[config.mk]
export PLATFORM = sky130hd
export DESIGN_NAME = uart_string_link
export DESIGN_NICKNAME = d
export VERILOG_FILES = /design/src/logic/uart_pkg.sv /design/src/logic/string_receiver.sv /design/src/logic/string_sender.sv /design/src/logic/uart_rx.sv /design/src/logic/uart_string_link.sv /design/src/logic/uart_tx.sv
export VERILOG_INCLUDE_DIRS = /design/src /design/src/logic
export SDC_FILE = /design/constraint.sdc
export NUM_CORES = 1
export LEC_CHECK = 0
export BUFFER_PORTS_ARGS = -buffer_cell sky130_fd_sc_hd__buf_2
export CORE_MARGIN = 1.5
export CORE_UTILIZATION = 57
export CTS_BUF_LIST = sky130_fd_sc_hd__clkbuf_16
export DETAILED_ROUTE_END_ITERATION = 16
export HOLD_SLACK_MARGIN = 0.08
export PLACE_DENSITY = 0.81
export REMOVE_ABC_BUFFERS = 1
export SETUP_SLACK_MARGIN = 0.4
export SYNTH_ARGS = -nofsm -noshare
export SYNTH_HDL_FRONTEND = slang
export SYNTH_SLANG_ARGS = --single-unit
[constraint.sdc]
create_clock -name sys_clk -period 14.96 [get_ports sys_clk]
set_input_delay 0.748 -clock sys_clk [delete_from_list [all_inputs] [get_ports sys_clk]]
set_output_delay 0.748 -clock sys_clk [all_outputs]
set_load 0.1 [all_outputs]
[src/logic/uart_defs.svh]
//********************
// rates, sizes and framing constants for the uart string link
// include wherever a module or the package needs them
//********************
`ifndef UART_DEFS_SVH
`define UART_DEFS_SVH

// system clock and line rate
`define UART_CLK_HZ 25_000_000
`define UART_BAUD 1_562_500
`define UART_CLKS_PER_BIT (`UART_CLK_HZ / `UART_BAUD)

// string capacity in bytes
`define STR_MAX_BYTES 32

// frame marker is ascii '&', sent twice at each end
`define FRAME_MARK 8'h26

// longest allowed gap between two bytes of a frame, four byte times
`define RX_IDLE_CLKS 640

`endif

[src/logic/uart_pkg.sv]
//********************
// shared types of the uart string link
// import inside the module body, or use scoped names in port lists
//********************
package uart_pkg;

	`include "uart_defs.svh"

	// one character on the line
	typedef logic [7:0] byte_t;

	// content length, 0 to STR_MAX_BYTES
	typedef logic [$clog2(`STR_MAX_BYTES + 1)-1:0] len_t;

	// string buffer, byte 0 in the low bits
	typedef logic [`STR_MAX_BYTES*8-1:0] str_t;

	// host send request
	typedef struct packed {
		str_t text;
		len_t len;
	} tx_req_t;

	// received frame content
	typedef struct packed {
		str_t text;
		len_t len;
	} rx_msg_t;

	typedef enum logic [2:0] {
		send_idle,
		send_open1,
		send_open2,
		send_body,
		send_close1,
		send_close2
	} send_state_e;

	typedef enum logic [1:0] {
		recv_hunt,
		recv_open2,
		recv_body,
		recv_close2
	} recv_state_e;

endpackage

[src/logic/string_receiver.sv]
//********************
// frame parser for incoming strings
// strips the "&&" marks, reports content with rx_done or a fault with rx_err
//********************
`timescale 1ns/1ps

`include "uart_defs.svh"

module string_receiver (
	input  logic              sys_clk,
	input  logic              sys_rst_n,
	input  uart_pkg::byte_t   rx_byte,
	input  logic              rx_valid,
	output uart_pkg::rx_msg_t rx_msg,
	output logic              rx_done,
	output logic              rx_err
);

	import uart_pkg::*;

	localparam int IDLE_W = $clog2(`RX_IDLE_CLKS + 1);
	localparam logic [IDLE_W-1:0] IDLE_LAST = IDLE_W'(`RX_IDLE_CLKS - 1);

	recv_state_e       state;
	str_t              text_buf;
	len_t              cnt;
	logic [IDLE_W-1:0] idle_cnt;
	logic              is_mark;
	logic              timeout;

	assign is_mark = (rx_byte == `FRAME_MARK);

	// gap check only once a frame has begun
	assign timeout = (state != recv_hunt) && !rx_valid && (idle_cnt == IDLE_LAST);

	always_ff @(posedge sys_clk or negedge sys_rst_n) begin
		if (!sys_rst_n) begin
			idle_cnt <= '0;
		end else if (state == recv_hunt || rx_valid || timeout) begin
			idle_cnt <= '0;
		end else begin
			idle_cnt <= idle_cnt + 1'b1;
		end
	end

	always_ff @(posedge sys_clk or negedge sys_rst_n) begin
		if (!sys_rst_n) begin
			state   <= recv_hunt;
			cnt     <= '0;
			rx_msg  <= '0;
			rx_done <= 1'b0;
			rx_err  <= 1'b0;
		end else begin
			rx_done <= 1'b0;
			rx_err  <= 1'b0;
			if (timeout) begin
				state  <= recv_hunt;
				rx_err <= 1'b1;
			end else if (rx_valid) begin
				case (state)
					recv_hunt: begin
						if (is_mark) begin
							state <= recv_open2;
						end
					end
					recv_open2: begin
						// a lone mark followed by anything else is noise
						if (is_mark) begin
							state <= recv_body;
							cnt   <= '0;
						end else begin
							state <= recv_hunt;
						end
					end
					recv_body: begin
						if (is_mark) begin
							state <= recv_close2;
						end else if (cnt == len_t'(`STR_MAX_BYTES)) begin
							// buffer already full
							state  <= recv_hunt;
							rx_err <= 1'b1;
						end else begin
							cnt <= cnt + 1'b1;
						end
					end
					recv_close2: begin
						state <= recv_hunt;
						if (is_mark) begin
							rx_msg.text <= text_buf;
							rx_msg.len  <= cnt;
							rx_done     <= 1'b1;
						end else begin
							rx_err <= 1'b1;
						end
					end
					default: state <= recv_hunt;
				endcase
			end
		end
	end

	// content store, cleared when a frame opens so unused bytes read zero
	always_ff @(posedge sys_clk) begin
		if (rx_valid && state == recv_open2 && is_mark) begin
			text_buf <= '0;
		end else if (rx_valid && state == recv_body && !is_mark &&
				cnt != len_t'(`STR_MAX_BYTES)) begin
			text_buf[8*cnt +: 8] <= rx_byte;
		end
	end

endmodule

[src/logic/string_sender.sv]
//********************
// frame builder for outgoing strings
// sends "&&", len content bytes, "&&" through uart_tx per tx_start
//********************
`timescale 1ns/1ps

`include "uart_defs.svh"

module string_sender (
	input  logic              sys_clk,
	input  logic              sys_rst_n,
	input  uart_pkg::tx_req_t tx_req,
	input  logic              tx_start,
	input  logic              byte_sent,
	output uart_pkg::byte_t   byte_data,
	output logic              byte_start,
	output logic              tx_busy,
	output logic              tx_done
);

	import uart_pkg::*;

	send_state_e state;
	tx_req_t     req_q;
	// index of the next content byte
	len_t        byte_cnt;

	assign tx_busy = (state != send_idle);

	always_ff @(posedge sys_clk or negedge sys_rst_n) begin
		if (!sys_rst_n) begin
			state      <= send_idle;
			byte_cnt   <= '0;
			byte_start <= 1'b0;
			tx_done    <= 1'b0;
		end else begin
			byte_start <= 1'b0;
			tx_done    <= 1'b0;
			case (state)
				send_idle: begin
					if (tx_start) begin
						state      <= send_open1;
						byte_start <= 1'b1;
					end
				end
				send_open1: begin
					if (byte_sent) begin
						state      <= send_open2;
						byte_start <= 1'b1;
					end
				end
				send_open2: begin
					if (byte_sent) begin
						byte_start <= 1'b1;
						// empty string goes straight to the closing marks
						if (req_q.len == '0) begin
							state <= send_close1;
						end else begin
							state    <= send_body;
							byte_cnt <= len_t'(1);
						end
					end
				end
				send_body: begin
					if (byte_sent) begin
						byte_start <= 1'b1;
						if (byte_cnt == req_q.len) begin
							state <= send_close1;
						end else begin
							byte_cnt <= byte_cnt + 1'b1;
						end
					end
				end
				send_close1: begin
					if (byte_sent) begin
						state      <= send_close2;
						byte_start <= 1'b1;
					end
				end
				send_close2: begin
					if (byte_sent) begin
						state   <= send_idle;
						tx_done <= 1'b1;
					end
				end
				default: state <= send_idle;
			endcase
		end
	end

	// request and outgoing byte
	always_ff @(posedge sys_clk) begin
		if (state == send_idle && tx_start) begin
			req_q     <= tx_req;
			byte_data <= `FRAME_MARK;
		end else if (byte_sent) begin
			if (state == send_open2 && req_q.len != '0) begin
				byte_data <= req_q.text[7:0];
			end else if (state == send_body && byte_cnt != req_q.len) begin
				byte_data <= req_q.text[8*byte_cnt +: 8];
			end else begin
				byte_data <= `FRAME_MARK;
			end
		end
	end

endmodule

[src/logic/uart_rx.sv]
//********************
// uart deserializer, 8n1
// two-flop synchronizer, mid-bit sampling, one rx_valid per good byte
//********************
`timescale 1ns/1ps

`include "uart_defs.svh"

module uart_rx (
	input  logic            sys_clk,
	input  logic            sys_rst_n,
	input  logic            rxd,
	output uart_pkg::byte_t rx_byte,
	output logic            rx_valid
);

	import uart_pkg::*;

	localparam int CNT_W = $clog2(`UART_CLKS_PER_BIT);
	localparam logic [CNT_W-1:0] HALF_BIT = CNT_W'(`UART_CLKS_PER_BIT / 2 - 1);
	localparam logic [CNT_W-1:0] FULL_BIT = CNT_W'(`UART_CLKS_PER_BIT - 1);
	localparam logic [3:0] STOP_IDX = 4'd9;

	logic             rxd_meta;
	logic             rxd_sync;
	logic             rxd_prev;
	logic             busy;
	logic [CNT_W-1:0] clk_cnt;
	logic [3:0]       bit_idx;
	logic             sample;
	byte_t            rx_shift;

	// half a bit for the start check, then a full bit to each data bit middle
	assign sample = (bit_idx == 4'd0) ? (clk_cnt == HALF_BIT) : (clk_cnt == FULL_BIT);

	assign rx_byte = rx_shift;

	// line idles high
	always_ff @(posedge sys_clk or negedge sys_rst_n) begin
		if (!sys_rst_n) begin
			rxd_meta <= 1'b1;
			rxd_sync <= 1'b1;
			rxd_prev <= 1'b1;
		end else begin
			rxd_meta <= rxd;
			rxd_sync <= rxd_meta;
			rxd_prev <= rxd_sync;
		end
	end

	always_ff @(posedge sys_clk or negedge sys_rst_n) begin
		if (!sys_rst_n) begin
			busy     <= 1'b0;
			clk_cnt  <= '0;
			bit_idx  <= '0;
			rx_valid <= 1'b0;
		end else begin
			rx_valid <= 1'b0;
			if (!busy) begin
				clk_cnt <= '0;
				bit_idx <= '0;
				// falling edge of a start bit
				if (rxd_prev && !rxd_sync) begin
					busy <= 1'b1;
				end
			end else if (sample) begin
				clk_cnt <= '0;
				bit_idx <= bit_idx + 4'd1;
				if (bit_idx == 4'd0) begin
					// glitch, not a real start bit
					if (rxd_sync) begin
						busy <= 1'b0;
					end
				end else if (bit_idx == STOP_IDX) begin
					busy     <= 1'b0;
					// low stop bit drops the byte
					rx_valid <= rxd_sync;
				end
			end else begin
				clk_cnt <= clk_cnt + 1'b1;
			end
		end
	end

	// data bits arrive lsb first
	always_ff @(posedge sys_clk) begin
		if (busy && sample && (bit_idx inside {[4'd1:4'd8]})) begin
			rx_shift <= {rxd_sync, rx_shift[7:1]};
		end
	end

endmodule

[src/logic/uart_string_link.sv]
//********************
// uart string link top level
// host strings out as &&text&& on uart_tx_port, frames in from uart_rx_port
//********************
`timescale 1ns/1ps

module uart_string_link (
	input  logic              sys_clk,
	input  logic              sys_rst_n,
	input  uart_pkg::tx_req_t tx_req,
	input  logic              tx_start,
	output logic              tx_busy,
	output logic              tx_done,
	output uart_pkg::rx_msg_t rx_msg,
	output logic              rx_done,
	output logic              rx_err,
	input  logic              uart_rx_port,
	output logic              uart_tx_port
);

	import uart_pkg::*;

	// transmit path
	byte_t byte_data;
	logic  byte_start;
	logic  byte_sent;

	// receive path
	byte_t rx_byte;
	logic  rx_valid;

	string_sender i_string_sender (
		.sys_clk    (sys_clk),
		.sys_rst_n  (sys_rst_n),
		.tx_req     (tx_req),
		.tx_start   (tx_start),
		.byte_sent  (byte_sent),
		.byte_data  (byte_data),
		.byte_start (byte_start),
		.tx_busy    (tx_busy),
		.tx_done    (tx_done)
	);

	uart_tx i_uart_tx (
		.sys_clk    (sys_clk),
		.sys_rst_n  (sys_rst_n),
		.byte_data  (byte_data),
		.byte_start (byte_start),
		.txd        (uart_tx_port),
		.byte_sent  (byte_sent)
	);

	uart_rx i_uart_rx (
		.sys_clk   (sys_clk),
		.sys_rst_n (sys_rst_n),
		.rxd       (uart_rx_port),
		.rx_byte   (rx_byte),
		.rx_valid  (rx_valid)
	);

	string_receiver i_string_receiver (
		.sys_clk   (sys_clk),
		.sys_rst_n (sys_rst_n),
		.rx_byte   (rx_byte),
		.rx_valid  (rx_valid),
		.rx_msg    (rx_msg),
		.rx_done   (rx_done),
		.rx_err    (rx_err)
	);

endmodule

[src/logic/uart_tx.sv]
//********************
// uart serializer, 8n1
// one byte per byte_start strobe, ignored while a byte is on the line
//********************
`timescale 1ns/1ps

`include "uart_defs.svh"

module uart_tx (
	input  logic            sys_clk,
	input  logic            sys_rst_n,
	input  uart_pkg::byte_t byte_data,
	input  logic            byte_start,
	output logic            txd,
	output logic            byte_sent
);

	localparam int CNT_W = $clog2(`UART_CLKS_PER_BIT);
	localparam logic [CNT_W-1:0] FULL_BIT = CNT_W'(`UART_CLKS_PER_BIT - 1);
	// start bit is index 0, stop bit index 9
	localparam logic [3:0] STOP_IDX = 4'd9;

	logic             busy;
	logic [CNT_W-1:0] clk_cnt;
	logic [3:0]       bit_idx;
	// data bits followed by the stop bit, shifted out lsb first
	logic [8:0]       tx_shift;
	logic             bit_end;

	assign bit_end = (clk_cnt == FULL_BIT);

	// last cycle of the stop bit
	assign byte_sent = busy && bit_end && (bit_idx == STOP_IDX);

	always_ff @(posedge sys_clk or negedge sys_rst_n) begin
		if (!sys_rst_n) begin
			busy    <= 1'b0;
			txd     <= 1'b1;
			clk_cnt <= '0;
			bit_idx <= '0;
		end else if (!busy) begin
			clk_cnt <= '0;
			bit_idx <= '0;
			if (byte_start) begin
				busy <= 1'b1;
				// start bit goes out right away
				txd  <= 1'b0;
			end
		end else if (bit_end) begin
			clk_cnt <= '0;
			if (bit_idx == STOP_IDX) begin
				busy <= 1'b0;
				txd  <= 1'b1;
			end else begin
				bit_idx <= bit_idx + 4'd1;
				txd     <= tx_shift[0];
			end
		end else begin
			clk_cnt <= clk_cnt + 1'b1;
		end
	end

	always_ff @(posedge sys_clk) begin
		if (!busy && byte_start) begin
			tx_shift <= {1'b1, byte_data};
		end else if (busy && bit_end) begin
			tx_shift <= {1'b1, tx_shift[8:1]};
		end
	end

endmodule

==> impl_metrics.ini <==
[cts]
cts_setup_buffers = 0
htree_levels = 3
clk_pin_slew_ps = 60
cts_tree = done
cts_buffers = 85
cts_hold_buffers = 0
clock-sinks = 858
clockBufferDepth = 3
clkLatencyLatePin_ps = 630
cts_root_buffer = clkbuf_16
cts_resized = 0

[setup_path]
crit_start = i_uart_rx.rx_byte[2]
path_cells = nor4bb_2 > and2_1 > nand3_4 > inv_8 > buf_4 > nand2_1 > nand2_1
critPathMaxStageDelay_ps = 880
cpMostUsedCell = nand2_1
critPathKind = reg2reg
path_max_fanout = 171
worst_setup_path_end_kind = flip-flop
r2r-start = i_uart_rx.rx_byte[2]
required_ps = 15520
r2r_cells = 7
arrival_ps = 4960
critPathLaunchType = flip-flop
worst_path_max_delay_cell = buf_4

[grt]
grt_max_degree = 235
track_usage_pct = 29.6
grt_pass1_wl_mm = 138
gr-total-overflow = 0
antenna_found_initial = 8
grt_pass1_vias = 23800

[logic_synthesis]
synth_area_per_cell_um2 = 11.2
synthMuxAreaShare_pct = 7.98
synth-xor-area-share_pct = 0.806
ys_seq_area_share_pct = 64.0
synthSimpleGateAreaFrac_pct = 16.5
synth_compound_area_share_pct = 7.41
synth-edff-count = 278
synthAdderAreaFrac_pct = 0.594
postSynthCellCount = 3017
synth_warnings = 0
synth_top_family_by_area = simple AND/OR/NAND/NOR gates
yosys.cell_types.count = 77
synthArstFlopShare_pct = 36.8
yosys_register_bits = 858
netlist_area_um2 = 33700
synthFlopType = dfrtp_1

[pwr]
seqPwrFrac_pct = 52.9
p_leak_uw = 0.0178
peakVddDrop_mv = 0.120
p_total_uw = 5050
power_density_nw_per_um2 = 128
pwr-share-clk_pct = 41.9
power.net_switching_uw = 1150
swShare_pct = 22.7
internal_power_uw = 3900
comb_power_share_pct = 5.2

[die]
core_um2 = 58000
die_area_um2 = 60600
die_width_um = 246
die_h_um = 246
std_cell_rows = 88
initial_utilization_pct = 58.1
io_pins = 533

[timing]
rsz0062_at_grt = false
setup_viol = 0
slew_violations = 0
timing.final.hold_violations = 0
period_share_pct = 29.4
timing.final.ws_setup_ps = 10560
worstMarginPinSlew_ps = 1210
hold_slack_ps = 135
slew_headroom_pct = 19.1
timing.setup.tns_ps = 0
min_period_ps = 4400
clock_skew_ps = 19.5
timing.fmax_ghz = 0.227

[cells_and_area]
area_growth_syn_to_layout_pct = 17.3
drive_gt1_share_pct = 22.4
fin_nets = 3745
fillers = 4119
fin_area_um2 = 39500

[placed_design]
gp_congestion = 0.929
portBuffers = 532
hpwl_mm = 61.3
dp_slack_ps = 10720
placed_area_um2 = 36700

[min_path]
hold_class = in2async

[drt]
firstDrtPassIters = 5
ant_nets = 0
avgRoutedWirePerCell_um = 21.1
drt-total-wl_mm = 90.8
avgViaCountPerCell = 5.81
dr_total_vias = 25000
drtIter0Drc = 2461
remaining_drc_errors = 0

[job]
cap_violations = 0

[status]
status = complete, no violations
cell usage after synthesis, types with 7 or more instances:
| cell type | instances | area, um2 |
|---|---|---|
| nand2_1 | 1020 | 3830 |
| dfrtp_1 | 312 | 7810 |
| edfxtp_1 | 278 | 8350 |
| dfxtp_1 | 264 | 5290 |
| o21ai_0 | 156 | 781 |
| mux2i_1 | 146 | 1460 |
| clkbuf_1 | 130 | 488 |
| o211ai_1 | 129 | 968 |
| nand3_1 | 90 | 450 |
| buf_2 | 53 | 265 |
| mux4_2 | 48 | 1080 |
| nor2_1 | 36 | 135 |
| a21oi_1 | 22 | 110 |
| and2_1 | 19 | 119 |
| nand4_1 | 19 | 119 |
| xnor2_1 | 17 | 149 |
| ha_1 | 16 | 200 |
| nor3_1 | 16 | 80.1 |
| inv_1 | 15 | 56.3 |
| xor2_1 | 14 | 123 |
| mux2_2 | 13 | 146 |
| nor2b_1 | 12 | 75.1 |
| o31ai_1 | 12 | 90.1 |
| or2_2 | 11 | 68.8 |
| or3_1 | 10 | 62.6 |
| nand2b_1 | 9 | 56.3 |
| o22ai_1 | 9 | 56.3 |
| or2_0 | 8 | 50.1 |
| a21o_1 | 7 | 52.6 |
| buf_1 | 7 | 26.3 |
| nor3b_1 | 7 | 52.6 |
cell usage in the layout (no fill, tap or decap), types with 10 or more instances in the layout:
cell type,instances
or2_2,11
xnor2_1,17
buf_4,24
nand2_1,1020
mux4_2,48
nor3_1,15
o31ai_1,12
dfrtp_1,310
nor2b_1,12
mux2_2,13
and2_1,19
nand4_1,19
buf_2,531
clkbuf_16,87
ha_1,16
nor2_1,35
xor2_1,13
o211ai_1,129
clkinv_2,14
clkinv_1,18
edfxtp_1,278
dfxtp_1,264
mux2i_1,146
nand3_1,88
or3_1,10
a21oi_1,22
inv_1,31
o21ai_0,156
cell families (layout without fill, tap and decap cells):
| family | count (synthesis) | after routing |
|---|---|---|
| buffers and inverters | 214 | 730 |
| adders and majority gates | 16 | 16 |
| xor gates and xnor gates | 31 | 31 |
| DFF | 858 | 858 |
| and+or+nand+nor | 1305 | 1305 |
| other | 0 | 6 |
| AOI/OAI and AO/OA | 386 | 386 |
| muxes | 207 | 207 |
power groups by stage:
stage / Clock [uW] / Sequential, uW / Combinational (uW)
global route: 2230 / 2680 / 289
global placement: 0 / 2700 / 258
floorplan: 0 / 2750 / 162
detailed placement: 0 / 2710 / 263
finish: 2120 / 2670 / 265
CTS: 2140 / 2670 / 265
layer usage:
metal	share of wire, %	track usage [%]	vias up
li1	-	-	11400
met1	38	38.2	12100
met2	50	49.6	1313
met3	8.5	5.86	213
met4	3.5	11.0	6
met5	0.037	0	-
stage by stage:
stage	utilization, %	cells
floorplan	-	2819
global placement	63.3	4141
detailed placement	63.3	4141
CTS	68.1	4298
global route	68.1	4302
finish	68.1	4304
worst paths after layout:
check	endpoint	slack (ps)
setup reg to reg	i_string_receiver.rx_msg[216]	10560
min in group sys_clk	i_uart_rx.rxd_meta	220
setup / recovery	i_string_receiver.rx_msg[216]	10560
hold reg to reg	i_uart_rx.rxd_sync	360
max in group asynchronous	i_string_sender.byte_cnt[0]	12400
hold / removal	i_string_receiver.rx_msg[162]	140
sequential cells by signal, indices dropped and copies added, names as in the netlist, 4 cells and up:
signal / count
i_string_receiver.rx_msg: 262
i_uart_rx.bit_idx: 4
i_uart_tx.tx_shift: 8
i_string_receiver.idle_cnt: 10
i_uart_rx.rx_byte: 8
i_string_sender.byte_data: 8
i_string_sender.req_q: 262
i_uart_tx.bit_idx: 4
i_string_receiver.cnt: 6
i_uart_tx.clk_cnt: 4
i_uart_rx.clk_cnt: 4
i_string_receiver.text_buf: 256
i_string_sender.byte_cnt: 6
cell type report:
class | count | area, um2 | area share [%]
well taps | 765 | 957 | 2.42
clock inverters | 70 | 598 | 1.51
multi-input cells | 1945 | 11300 | 28.5
diodes | 6 | 15.0 | 0.0380
flip-flops and latches | 858 | 21600 | 54.5
repair buffers | 557 | 2870 | 7.27
clock buffers | 87 | 2180 | 5.51
inverters | 16 | 67.6 | 0.171
worst max-delay path: cells and delay by family (launching register included):
kind	cells	cell delay, ps
buf+inv	2	1580
simple gates	5	1570
flops	1	800
Note: power is estimated with default switching activity, not from simulation.
